==> src/source/qracc_pkg.sv <==
// Shared sizes and types of the convolution accelerator
// One channel, 3x3 valid convolution, map sides 3..8, 128-entry buffer
package qracc_pkg;

    ////////////////////////////////////////
    // Sizes
    ////////////////////////////////////////

    localparam int ADDR_W    = 7;
    localparam int BUF_DEPTH = 128;
    localparam int MAX_DIM   = 8;
    localparam int PIX_W     = 8;
    localparam int ACC_W     = 20;
    localparam int N_TAPS    = 9;

    typedef logic [PIX_W-1:0]              pixel_t;
    typedef logic signed [7:0]             weight_t;
    typedef logic signed [ACC_W-1:0]       acc_t;
    typedef logic [ADDR_W-1:0]             buf_addr_t;
    typedef logic [$clog2(MAX_DIM+1)-1:0]  dim_t;
    typedef logic [3:0]                    shift_t;

    // Output pixels start halfway up the buffer
    localparam buf_addr_t OFMAP_BASE = 7'd64;

    ////////////////////////////////////////
    // Register map, byte addresses
    ////////////////////////////////////////

    localparam logic [7:0] REG_MAIN    = 8'h00;
    localparam logic [7:0] REG_CONFIG  = 8'h04;
    localparam logic [7:0] REG_STATUS  = 8'h08;
    localparam logic [7:0] REG_DATA    = 8'h0C;
    localparam logic [7:0] REG_WEIGHT0 = 8'h10;

    // CONFIG word: dimx in [11:8], dimy in [7:4], shift in [3:0]
    typedef struct packed {
        dim_t   dimx;
        dim_t   dimy;
        shift_t shift;
    } qracc_config_t;

    // Tap index i = fy*3 + fx
    typedef struct packed {
        weight_t [N_TAPS-1:0] w;
    } weights_t;

    typedef struct packed {
        logic   valid;
        logic   write;
        pixel_t wdata;
    } data_access_t;

    typedef struct packed {
        logic      valid;
        logic      first;
        logic      last;
        buf_addr_t rd_addr;
        logic [3:0] widx;
        buf_addr_t oidx;
    } tap_t;

    typedef struct packed {
        logic      valid;
        buf_addr_t oidx;
        pixel_t    value;
    } mac_result_t;

    typedef struct packed {
        logic      en;
        logic      we;
        buf_addr_t addr;
        pixel_t    wdata;
    } buf_port_t;

    typedef enum logic [1:0] {
        IDLE     = 2'd0,
        LOADACTS = 2'd1,
        COMPUTE  = 2'd2,
        READACTS = 2'd3
    } ctrl_state_t;

endpackage

==> src/source/qracc_act_buffer.sv <==
// Single-port activation memory, read data one cycle after the enable
// Read data holds its value between reads
module qracc_act_buffer (
    input  logic                  clk,
    input  qracc_pkg::buf_port_t  port_i,
    output qracc_pkg::pixel_t     rd_data_o
);
    import qracc_pkg::*;

    pixel_t mem [BUF_DEPTH];

    always_ff @(posedge clk) begin
        if (port_i.en) begin
            if (port_i.we) begin
                mem[port_i.addr] <= port_i.wdata;
            end else begin
                rd_data_o <= mem[port_i.addr];
            end
        end
    end

endmodule

==> src/source/qracc_controller.sv <==
// Microcode looper over load, compute and readback
// Host accesses outside their state are dropped
module qracc_controller (
    input  logic                       clk,
    input  logic                       nrst,
    input  qracc_pkg::qracc_config_t   cfg_i,
    input  logic                       start_i,
    input  logic                       load_i,
    input  qracc_pkg::data_access_t    data_i,
    input  qracc_pkg::tap_t            tap_i,
    input  logic                       done_i,
    input  qracc_pkg::mac_result_t     result_i,
    output logic                       run_o,
    output qracc_pkg::buf_port_t       buf_o,
    output qracc_pkg::ctrl_state_t     state_o
);
    import qracc_pkg::*;

    ctrl_state_t state_q;
    ctrl_state_t state_d;
    buf_addr_t   wr_ptr_q;
    buf_addr_t   rd_ptr_q;
    buf_addr_t   n_pix;
    buf_addr_t   n_out;
    logic        done_seen_q;
    logic        pend_q;
    logic        host_wr;
    logic        host_rd;

    assign n_pix   = cfg_i.dimx * cfg_i.dimy;
    assign n_out   = (cfg_i.dimx - 4'd2) * (cfg_i.dimy - 4'd2);
    assign host_wr = data_i.valid && data_i.write && (state_q == LOADACTS);
    assign host_rd = data_i.valid && !data_i.write && (state_q == READACTS);
    assign run_o   = (state_q == COMPUTE) && !done_seen_q;
    assign state_o = state_q;

    ////////////////////////////////////////
    // Next state
    ////////////////////////////////////////

    always_comb begin
        state_d = state_q;
        case (state_q)
            IDLE: begin
                if (start_i) begin
                    state_d = COMPUTE;
                end else if (load_i) begin
                    state_d = LOADACTS;
                end
            end
            LOADACTS: begin
                if (host_wr && (wr_ptr_q == n_pix - 7'd1)) begin
                    state_d = IDLE;
                end
            end
            // Counter finished and last window written back
            COMPUTE: begin
                if (done_seen_q && !pend_q) begin
                    state_d = READACTS;
                end
            end
            READACTS: begin
                if (host_rd && (rd_ptr_q == OFMAP_BASE + n_out - 7'd1)) begin
                    state_d = IDLE;
                end
            end
            default: state_d = IDLE;
        endcase
    end

    always_ff @(posedge clk or negedge nrst) begin
        if (!nrst) begin
            state_q     <= IDLE;
            wr_ptr_q    <= '0;
            rd_ptr_q    <= OFMAP_BASE;
            done_seen_q <= 1'b0;
            pend_q      <= 1'b0;
        end else begin
            state_q <= state_d;
            if ((state_q == LOADACTS) && (state_d != LOADACTS)) begin
                wr_ptr_q <= '0;
            end else if (host_wr) begin
                wr_ptr_q <= wr_ptr_q + 7'd1;
            end
            if ((state_q == READACTS) && (state_d != READACTS)) begin
                rd_ptr_q <= OFMAP_BASE;
            end else if (host_rd) begin
                rd_ptr_q <= rd_ptr_q + 7'd1;
            end
            done_seen_q <= (state_d == COMPUTE) && (done_seen_q || done_i);
            // One window at most between its last tap and its result
            if (tap_i.valid && tap_i.last) begin
                pend_q <= 1'b1;
            end else if (result_i.valid) begin
                pend_q <= 1'b0;
            end
        end
    end

    ////////////////////////////////////////
    // Buffer port mux
    ////////////////////////////////////////

    always_comb begin
        buf_o = '0;
        if (result_i.valid) begin
            buf_o.en    = 1'b1;
            buf_o.we    = 1'b1;
            buf_o.addr  = result_i.oidx;
            buf_o.wdata = result_i.value;
        end else if (tap_i.valid) begin
            buf_o.en   = 1'b1;
            buf_o.addr = tap_i.rd_addr;
        end else if (host_wr) begin
            buf_o.en    = 1'b1;
            buf_o.we    = 1'b1;
            buf_o.addr  = wr_ptr_q;
            buf_o.wdata = data_i.wdata;
        end else if (host_rd) begin
            buf_o.en   = 1'b1;
            buf_o.addr = rd_ptr_q;
        end
    end

endmodule

==> src/source/qracc_csr.sv <==
// APB slave, no error responses; REG_DATA reads take one wait state
// Data reads outside READACTS return 0
module qracc_csr (
    input  logic                       clk,
    input  logic                       nrst,
    input  logic                       psel_i,
    input  logic                       penable_i,
    input  logic                       pwrite_i,
    input  logic [7:0]                 paddr_i,
    input  logic [31:0]                pwdata_i,
    output logic [31:0]                prdata_o,
    output logic                       pready_o,
    output logic                       pslverr_o,
    input  qracc_pkg::ctrl_state_t     state_i,
    input  qracc_pkg::pixel_t          rd_data_i,
    output qracc_pkg::qracc_config_t   cfg_o,
    output qracc_pkg::weights_t        weights_o,
    output logic                       start_o,
    output logic                       load_o,
    output qracc_pkg::data_access_t    data_o
);
    import qracc_pkg::*;

    logic       access;
    logic       wr_en;
    logic       is_data;
    logic       is_weight;
    logic       data_rd;
    logic       busy;
    logic [7:0] woff;
    logic [3:0] widx;
    logic       rd_wait_q;
    logic       rd_ok_q;

    assign access    = psel_i && penable_i;
    assign wr_en     = access && pwrite_i;
    assign is_data   = paddr_i == REG_DATA;
    assign woff      = paddr_i - REG_WEIGHT0;
    assign widx      = woff[5:2];
    assign is_weight = (paddr_i >= REG_WEIGHT0) && (woff < 8'(4 * N_TAPS));
    assign data_rd   = access && !pwrite_i && is_data;
    // Engine busy only while it runs on its own
    assign busy      = state_i == COMPUTE;

    // First data read cycle waits for the registered buffer output
    assign pready_o  = access && !(data_rd && !rd_wait_q);
    assign pslverr_o = 1'b0;

    assign start_o = wr_en && (paddr_i == REG_MAIN) && pwdata_i[0];
    assign load_o  = wr_en && (paddr_i == REG_MAIN) && pwdata_i[1];

    assign data_o.valid = access && is_data && !rd_wait_q;
    assign data_o.write = pwrite_i;
    assign data_o.wdata = pwdata_i[PIX_W-1:0];

    always_ff @(posedge clk or negedge nrst) begin
        if (!nrst) begin
            rd_wait_q <= 1'b0;
            rd_ok_q   <= 1'b0;
            cfg_o     <= '0;
            weights_o <= '0;
        end else begin
            rd_wait_q <= data_rd && !rd_wait_q;
            if (data_rd && !rd_wait_q) begin
                rd_ok_q <= state_i == READACTS;
            end
            if (wr_en && (paddr_i == REG_CONFIG)) begin
                cfg_o <= pwdata_i[11:0];
            end
            if (wr_en && is_weight) begin
                weights_o.w[widx] <= pwdata_i[7:0];
            end
        end
    end

    // Read mux, weights come back sign extended
    always_comb begin
        prdata_o = '0;
        if (is_weight) begin
            prdata_o = {{24{weights_o.w[widx][7]}}, weights_o.w[widx]};
        end else begin
            case (paddr_i)
                REG_CONFIG: prdata_o = {20'b0, cfg_o};
                REG_STATUS: prdata_o = {29'b0, state_i, busy};
                REG_DATA:   prdata_o = rd_ok_q ? {24'b0, rd_data_i} : 32'b0;
                default:    prdata_o = '0;
            endcase
        end
    end

endmodule

==> src/source/qracc_mac.sv <==
// Accumulates one window per nine taps, then shifts and clamps to 0..255
// Result leaves one cycle after the last tap's pixel
module qracc_mac (
    input  logic                     clk,
    input  logic                     nrst,
    input  qracc_pkg::tap_t          tap_i,
    input  qracc_pkg::pixel_t        pixel_i,
    input  qracc_pkg::weights_t      weights_i,
    input  qracc_pkg::shift_t        shift_i,
    output qracc_pkg::mac_result_t   result_o
);
    import qracc_pkg::*;

    tap_t      tap_q;
    weight_t   w_sel;
    acc_t      prod;
    acc_t      acc_sum;
    acc_t      shifted;
    acc_t      acc_q;
    pixel_t    clamped;
    logic      res_valid_q;
    buf_addr_t res_oidx_q;
    pixel_t    res_value_q;

    // Stage one, tap lined up with the buffer data
    always_ff @(posedge clk or negedge nrst) begin
        if (!nrst) begin
            tap_q <= '0;
        end else begin
            tap_q <= tap_i;
        end
    end

    always_comb begin
        w_sel   = weights_i.w[tap_q.widx];
        prod    = acc_t'(pixel_i) * acc_t'(w_sel);
        acc_sum = tap_q.first ? prod : acc_q + prod;
        shifted = acc_sum >>> shift_i;
        if (shifted < 0) begin
            clamped = '0;
        end else if (shifted > 255) begin
            clamped = 8'd255;
        end else begin
            clamped = shifted[PIX_W-1:0];
        end
    end

    ////////////////////////////////////////
    // Stage two, accumulate and emit
    ////////////////////////////////////////

    always_ff @(posedge clk or negedge nrst) begin
        if (!nrst) begin
            res_valid_q <= 1'b0;
        end else begin
            res_valid_q <= tap_q.valid && tap_q.last;
        end
    end

    always_ff @(posedge clk) begin
        if (tap_q.valid) begin
            acc_q <= acc_sum;
        end
        if (tap_q.valid && tap_q.last) begin
            res_oidx_q  <= tap_q.oidx;
            res_value_q <= clamped;
        end
    end

    assign result_o.valid = res_valid_q;
    assign result_o.oidx  = res_oidx_q;
    assign result_o.value = res_value_q;

endmodule

==> src/source/qracc_top.sv <==
// Accelerator top, APB slave port only
module qracc_top (
    input  logic        clk,
    input  logic        nrst,
    input  logic        psel_i,
    input  logic        penable_i,
    input  logic        pwrite_i,
    input  logic [7:0]  paddr_i,
    input  logic [31:0] pwdata_i,
    output logic [31:0] prdata_o,
    output logic        pready_o,
    output logic        pslverr_o
);
    import qracc_pkg::*;

    qracc_config_t cfg;
    weights_t      weights;
    data_access_t  data;
    tap_t          tap;
    mac_result_t   result;
    buf_port_t     buf_port;
    ctrl_state_t   state;
    pixel_t        rd_data;
    logic          start;
    logic          load;
    logic          run;
    logic          done;

    qracc_csr u_csr (
        .clk(clk), .nrst(nrst),
        .psel_i(psel_i), .penable_i(penable_i), .pwrite_i(pwrite_i),
        .paddr_i(paddr_i), .pwdata_i(pwdata_i),
        .prdata_o(prdata_o), .pready_o(pready_o), .pslverr_o(pslverr_o),
        .state_i(state), .rd_data_i(rd_data), .cfg_o(cfg), .weights_o(weights),
        .start_o(start), .load_o(load), .data_o(data)
    );

    qracc_controller u_controller (
        .clk(clk), .nrst(nrst), .cfg_i(cfg), .start_i(start), .load_i(load),
        .data_i(data), .tap_i(tap), .done_i(done), .result_i(result),
        .run_o(run), .buf_o(buf_port), .state_o(state)
    );

    qracc_window_counter u_window_counter (
        .clk(clk), .nrst(nrst), .run_i(run), .cfg_i(cfg), .tap_o(tap), .done_o(done)
    );

    qracc_act_buffer u_act_buffer (
        .clk(clk), .port_i(buf_port), .rd_data_o(rd_data)
    );

    qracc_mac u_mac (
        .clk(clk), .nrst(nrst), .tap_i(tap), .pixel_i(rd_data),
        .weights_i(weights), .shift_i(cfg.shift), .result_o(result)
    );

endmodule

==> src/source/qracc_window_counter.sv <==
// Walks the 3x3 taps over every output pixel, row major
// One idle cycle after each first tap leaves room for the result write
module qracc_window_counter (
    input  logic                       clk,
    input  logic                       nrst,
    input  logic                       run_i,
    input  qracc_pkg::qracc_config_t   cfg_i,
    output qracc_pkg::tap_t            tap_o,
    output logic                       done_o
);
    import qracc_pkg::*;

    dim_t       ox_q;
    dim_t       oy_q;
    logic [1:0] fx_q;
    logic [1:0] fy_q;
    logic       gap_q;
    logic       done_q;
    logic       emit;
    logic       first;
    logic       last;

    assign emit   = run_i && !gap_q && !done_q;
    assign first  = (fy_q == 2'd0) && (fx_q == 2'd0);
    assign last   = (fy_q == 2'd2) && (fx_q == 2'd2);
    assign done_o = done_q;

    always_comb begin
        tap_o.valid   = emit;
        tap_o.first   = first;
        tap_o.last    = last;
        tap_o.rd_addr = (oy_q + fy_q) * cfg_i.dimx + ox_q + fx_q;
        tap_o.widx    = 4'(fy_q) * 4'd3 + 4'(fx_q);
        tap_o.oidx    = OFMAP_BASE + oy_q * (cfg_i.dimx - 4'd2) + ox_q;
    end

    always_ff @(posedge clk or negedge nrst) begin
        if (!nrst) begin
            {ox_q, oy_q, fx_q, fy_q, gap_q, done_q} <= '0;
        end else if (!run_i) begin
            {ox_q, oy_q, fx_q, fy_q, gap_q, done_q} <= '0;
        end else begin
            gap_q <= emit && first;
            if (emit) begin
                if (fx_q != 2'd2) begin
                    fx_q <= fx_q + 2'd1;
                end else begin
                    fx_q <= '0;
                    if (fy_q != 2'd2) begin
                        fy_q <= fy_q + 2'd1;
                    end else begin
                        fy_q <= '0;
                        if (ox_q != cfg_i.dimx - 4'd3) begin
                            ox_q <= ox_q + 4'd1;
                        end else begin
                            ox_q <= '0;
                            if (oy_q != cfg_i.dimy - 4'd3) begin
                                oy_q <= oy_q + 4'd1;
                            end else begin
                                // Last tap of the last window
                                done_q <= 1'b1;
                            end
                        end
                    end
                end
            end
        end
    end

endmodule

==> config.mk <==
export PLATFORM = sky130hd
export DESIGN_NAME = qracc_top
export DESIGN_NICKNAME = d
export VERILOG_FILES = /design/src/source/qracc_pkg.sv /design/src/source/qracc_act_buffer.sv /design/src/source/qracc_controller.sv /design/src/source/qracc_csr.sv /design/src/source/qracc_mac.sv /design/src/source/qracc_top.sv /design/src/source/qracc_window_counter.sv
export SDC_FILE = /design/constraint.sdc
export NUM_CORES = 2
export LEC_CHECK = 0
export BUFFER_PORTS_ARGS = -buffer_cell sky130_fd_sc_hd__buf_4
export CORE_ASPECT_RATIO = 1.1
export CORE_MARGIN = 4
export CORE_UTILIZATION = 50
export DETAILED_ROUTE_END_ITERATION = 7
export HOLD_SLACK_MARGIN = 0.05
export PLACE_DENSITY = 0.7
export SLEW_MARGIN = 5
export SYNTH_ARGS = -nofsm -noshare
export SYNTH_HDL_FRONTEND = slang
export SYNTH_SLANG_ARGS = --single-unit
export TNS_END_PERCENT = 30
==> constraint.sdc <==
create_clock -name clk -period 16.2 [get_ports clk]
set_clock_uncertainty 0.15 [all_clocks]
set_input_delay 0.81 -clock clk [delete_from_list [all_inputs] [get_ports clk]]
set_output_delay 0.81 -clock clk [all_outputs]
set_load 0.03 [all_outputs]
# Word-level counts from Yosys, hierarchy flattened
# Memory sizes are Yosys's and may differ from the RTL's. A register that Yosys moved wholly into a read port is not among the register bits.
# Cells that the tools add are included.
[classes] bitwise=1 n_shift=1 mux=63 mul=6 add_sub_neg=21 n_lt_le_gt_ge=7 n_eq_ne=23 n_reduce_logical=53 div=0
[ops] op="32-bit one-hot mux with 3 select lines" n=1
[ops] op="72-bit bitwise mux" n=1
[ops] op="8-bit binary-select mux with 4-bit select" n=2
[ops] op="8-bit two-way mux" n=7
[ops] op="7-bit two-way mux" n=7
[ops] op="4-bit two-way mux" n=11
[ops] op="1-bit logical AND" n=33
[ops] op="8-bit demux with 4-bit select" n=1
[ops] op="32-bit two-way mux" n=1
[ops] op="2-bit two-way mux" n=12
[ops] op="20-bit adder" n=1
[ops] op="20-bit by 9-bit > comparator with 1-bit output, second input constant" n=1
[ops] op="20-bit by 1-bit < comparator with 1-bit output, second input constant" n=1
[ops] op="20-bit two-way mux" n=1
[ops] op="20-bit by 4-bit >>> shifter with 20-bit output" n=1
[ops] op="2-bit inequality test, second input constant" n=9
[ops] op="9-bit by 8-bit multiplier with 17-bit output" n=1
[ops] op="1-bit two-way mux" n=17
[ops] op="17-bit two-way mux" n=1
[ops] op="8-bit by 4-bit == test with 1-bit output, second input constant" n=2
[ops] op="7-bit by 1-bit adder with 7-bit output, second input constant" n=2
[ops] op="7-bit by 4-bit adder with 7-bit output" n=2
[ops] op="7-bit adder, first input constant" n=2
[ops] op="7-bit == test" n=2
[ops] op="33 further kinds" n=56
[word_totals] regBits=168 in_bits=45 mem_count=1 mem_bits_ro=0 output_inout_bits=34 elab_cells=210 latchBits=0 mem_bits_rw=1024
[memory_table] name="u_act_buffer.mem" depth=128 width=8 rd=1 rd_clocked_by_memory_dff=1 write_ports=1 line="qracc_act_buffer.sv:10" rtl="pixel_t mem [BUF_DEPTH];"

# Depth between registers and ports, before layout
[depth] word_depth=12 mapped_depth=35 mapped_depth_nobuf=32

# By module
# From an unflattened synthesis, not the netlist that was laid out.
[unflattened] hier_cells=4185 hier_area_um2=57243.7
[by_module_without_submodules] module="qracc_act_buffer" area_per_inst_um2=40537.6 n_inst=1 seq_area_each_um2=30989.7 cells_per_inst=2468
[by_module_without_submodules] module="qracc_mac" area_per_inst_um2=7031.7 n_inst=1 seq_area_each_um2=1426.4 cells_per_inst=770
[by_module_without_submodules] module="qracc_csr" area_per_inst_um2=4606.9 n_inst=1 seq_area_each_um2=2152.1 cells_per_inst=365
[by_module_without_submodules] module="qracc_controller" area_per_inst_um2=2536.2 n_inst=1 seq_area_each_um2=451.7 cells_per_inst=298
[by_module_without_submodules] module="qracc_window_counter" area_per_inst_um2=2531.2 n_inst=1 seq_area_each_um2=350.3 cells_per_inst=284

# Least setup slack after synthesis
# No wires, ideal clock.
[synth_path] path_kind="register to register" from="register u_mac.tap_q[7] (netlist bit)" to="register u_mac.res_value_q[4] (data pin)" setup_time_ns=0.258 t_required_ns=15.792 arrival_ns=8.748 slack_ns=7.044 path_buffers=2 period_less_slack_ns=9.156 path_stages_with_launch=34 cell_sequence="dfrtp_1 clkbuf_1 buf_1 mux4_2 mux2i_1 nor2_1 a21oi_1 or2_2 fa_1 fa_1 inv_1 fa_1 inv_1 fa_1 inv_1 ha_1 a21o_1 a211o_1 o21ai_0 a31o_2 o311ai_0 inv_1 ha_1 a21o_1 nor3_1 o21ai_0 o31ai_1 xor2_1 o32ai_1 a211oi_1 a32o_1 o2111a_1 nand2_1 o221a_2"
[synth_between] elab_chain_len=8 elab_cells_between_ends=9 classes_between="1 x add/sub; 1 x mul; 2 x order compare; 1 x shift; 4 x mux"
[synth_rtl] item="from (decl)" line="qracc_mac.sv:14" rtl="tap_t tap_q;"
[synth_rtl] item="from (signal assigned)" line="qracc_mac.sv:30" rtl="tap_q <= tap_i;"
[synth_rtl] item="8-bit binary-select mux with 4-bit select *" line="qracc_mac.sv:35" rtl="w_sel = weights_i.w[tap_q.widx];"
[synth_rtl] item="8-bit two-way mux (not written as such) *" line="qracc_mac.sv:35"
[synth_rtl] item="9-bit by 8-bit multiplier with 17-bit output *" line="qracc_mac.sv:36" rtl="prod = acc_t'(pixel_i) * acc_t'(w_sel);"
[synth_rtl] item="20-bit adder" line="qracc_mac.sv:37" rtl="acc_sum = tap_q.first ? prod : acc_q + prod;"
[synth_rtl] item="20-bit two-way mux *" line="qracc_mac.sv:37"
[synth_rtl] item="20-bit by 4-bit >>> shifter with 20-bit output *" line="qracc_mac.sv:38" rtl="shifted = acc_sum >>> shift_i;"
[synth_rtl] item="20-bit by 9-bit > comparator with 1-bit output" line="qracc_mac.sv:41" rtl="end else if (shifted > 255) begin"
[synth_rtl] item="8-bit two-way mux" line="qracc_mac.sv:41"
[synth_rtl] item="to (signal assigned)" line="qracc_mac.sv:66" rtl="res_value_q <= clamped;"
[synth_rtl] item="to (decl)" line="qracc_mac.sv:23" rtl="pixel_t res_value_q;"
# Every way passes the cells marked *; elsewhere a longest branch is shown, timed or not. The select of a mux whose other input is x is not followed.
# A chain may end at the register's enable or synchronous reset.

# Worst setup path after layout
[layout_path] from="register u_mac.tap_q[8] (netlist bit)" to="register u_mac.res_value_q[0] (data pin)"
# Same word-level chain as after synthesis.

==> flow_summary.yaml <==
worst_setup_path:
  ff2ff_setup_slack_ns: 5.47
  crit_fanout: 17
  cp_common_cell: "o21ai_0"
  crit_path_top_delay_cell: "o21ai_0"
  arrival_ns: 11.05
  crit_type: "flop to flop"
  cp-end-kind: "flop"
  rr_worst_depth: 28
  cpPeakStageDelay_ns: 0.93
  startpoint_type: "flop"
  required_ns: 16.52
layout:
  fill_cells: 8541
  seqCellArea_um2: 35400
  drive_gt1_share_pct: 12.3
  multiInputGateArea_um2: 18200
  syn2layout_area_growth_pct: 11.1
  nets: 4337
sta:
  period_needed_ns: 10.73
  hold_viol_final: 0
  tightest_slew_ns: 1.19
  max_freq_ghz: 0.0932
  final-max-slew-violation-count: 0
  fin_setup_tns_ns: 0
  finalCritPeriodShare_pct: 66.2
  setup_viol_count_final: 0
  relSlewSlack_pct: 20.2
  grt_setup_unrepaired: "false"
global_routing:
  grt_util_all_layers_pct: 26.0
  grt_pass1_vias: 35200
  antenna_found_initial: 4
  grt-ovfl-total: 0
  grt_max_degree: 97
  grt_first_pass_wirelength_um: 227000
synthesis:
  synth_seq_cells: 1200
  synth_top_cell_area_share_pct: 58.2
  synth_ff_type: "edfxtp_1"
  synth.avg_cell_area_um2: 13.5
  yosysUniqueCellTypes: 85
  synth.cell_area_um2: 55100
  syn-num-nets: 4325
  synth_seq_area_share_pct: 64.2
  syn_inst: 4069
  async_flop_share_pct: 11.1
  synth_top_cells_by_area: "edfxtp_1 58%, dfrtp_1 6.0%, ha_1 3.1%, a22oi_1 2.9%, fa_1 2.8%"
  synth_edf_count: 1067
  synth_top_area_cell: "edfxtp_1"
  synth_warnings: 0
hold_path:
  hold_path.class: "primary input to flop"
  hold_depth: 2
clock_network:
  clock-sinks: 1200
  cts_tree: "yes"
  clk_latency_ns: 0.74
  numCtsBuffers: 117
  h-tree-depth: 3
  cts_buffer_depth: 3
  path_clk_slew_ns: 0.06
  cts_root_buf: "clkbuf_16"
floorplan:
  io_pins: 79
  rows: 127
  die_h_um: 356
  start_util_pct: 50.5
  coreArea_um2: 109000
  fp.dieW_um: 325
  dieArea_um2: 116000
power_and_ir_drop:
  ir_drop_v: 0.0000967
  leakage_nw: 23.8
  p_per_area_nw_per_um2: 103
  power_mw: 6.33
drt:
  drt-vias-per-instance: 6.45
  drc_errors: 0
  antenna_left: 0
  wirelength_um: 153000
  vias: 36100
  wl_per_cell_um: 27.4
  first_pass_iters: 5
  drt_iter0_markers: 4905
placed_design:
  gp_congestion: 0.886
  place_hpwl_um: 94100
  io_buffers: 57
flow_run:
  cap_violations: 0
outcome:
  status: "finished clean"
## critical path: cells and delay by family (launching register included)
family	cells	cell delay, ns
mux	4	1.47
flops	1	0.91
simple gates	3	0.50
compound gates	12	4.36
buf+inv	3	0.16
fa+ha+maj	6	2.89
## state kept, by name (all words and copies together), names as in the netlist, 4 cells and up
name and cells:
u_window_counter.oy_q 4, u_window_counter.ox_q 4, u_csr.weights_o 72, u_act_buffer.rd_data_o 8, u_mac.tap_q 14, u_mac.acc_q 20
u_controller.wr_ptr_q 7, u_controller.rd_ptr_q 7, u_csr.cfg_o 12, u_act_buffer.mem 1024, u_mac.res_oidx_q 7, u_mac.res_value_q 8
## layout by cell type, fill, tap and decap left out, drive strengths merged, types with 78 or more instances in the layout
cell | synthesis | final
mux2 | 99 | 99
buf | 109 | 150
clkbuf | 149 | 139
dfrtp | 132 | 132
nor2 | 303 | 303
edfxtp | 1067 | 1067
a22o | 78 | 78
o21ai | 118 | 118
ha | 135 | 135
inv | 169 | 171
a22oi | 215 | 215
a21oi | 149 | 149
nand2 | 333 | 333
and2 | 78 | 78
a221oi | 86 | 86
## cells by family after synthesis
group | Yosys count | synth area share, %
flops | 1200 | 64.2
compound gates | 965 | 12.5
simple gates | 960 | 7.94
buf+inv | 428 | 3.22
fa+ha+maj | 211 | 5.83
mux | 199 | 4.61
xor+xnor | 105 | 1.67
other cells | 1 | 0.00681
## final timing paths
check	startpoint	to
setup / recovery	u_mac.tap_q[8]	u_mac.res_value_q[0]
hold / removal	pwdata_i[10]	u_csr.cfg_o[10]
setup reg to reg	u_mac.tap_q[8]	u_mac.res_value_q[0]
hold reg to reg	u_mac.tap_q[6]	u_mac.res_oidx_q[6]
max in group asynchronous	nrst	u_csr.weights_o[27]
min in group asynchronous	nrst	u_csr.cfg_o[8]
## final cells by class
type,count,area share [%]
sequential,1200,57.8
multi-input combinational,2441,29.8
clock buffer,139,5.09
tap,1419,2.90
timing repair buffer,151,1.90
clock inverter,73,1.54
inverter,170,1.04
antenna,2,0.00817
## power breakdown
group          leakage [nW]  internal [mW]  switching [mW]  total, mW
Clock                  1.96           1.65            1.19       2.84
Sequential             14.1           3.33         0.00648       3.34
Combinational          7.76         0.0677          0.0877      0.155
Total                  23.8           5.05            1.29       6.33
## routing by layer
metal / global-route usage, % / vias to the layer above / wire length (um)
li1: - / 15500 / -
met1: 34.3 / 18000 / 57900
met2: 41.6 / 2151 / 71200
met4: 12.1 / 0 / 7670
met3: 5.73 / 397 / 16500
met5: 0 / - / 0
## timing repair
item,CTS,global route
resized for setup,0,0
buffers inserted,0,0
hold endpoints to repair,64,0
hold buffers,1,0
## Yosys cell counts, types with 13 or more instances
cell      count
mux2i_1      66
xor2_1       36
o22ai_1      25
edfxtp_1   1067
fa_1         76
nand4_1      22
o21ai_0     108
mux4_2       34
buf_2        54
nor3_1       29
a31oi_1      65
o21a_1       13
nand3_1      70
nor4_1       25
a211o_1      13
a22oi_1     215
a21o_1       32
a221oi_1     85
buf_4        26
inv_1       168
mux2_2       99
and3_1       17
nand2b_1     17
and2_1       78
a21oi_1     149
nor2_1      302
a211oi_1     42
nor2b_1      19
a22o_1       78
xnor2_1      69
buf_1        29
nand2_1     333
ha_1        135
dfrtp_1     132
clkbuf_1    149
## through the flow
stage	utilization (%)	area (um^2)	setup slack [ns]	cells	hold slack (ns)
after floorplan	-	55100	7.04	4069	0.251
after global placement	52.4	57200	5.77	5380	0.253
after detailed placement	52.4	57200	5.64	5380	0.259
after CTS	56.1	61200	5.61	5593	0.115
after global routing	56.1	61200	4.99	5593	0.135
final	56.1	61200	5.47	5595	0.149
Note: power is estimated with default switching activity, not from simulation.
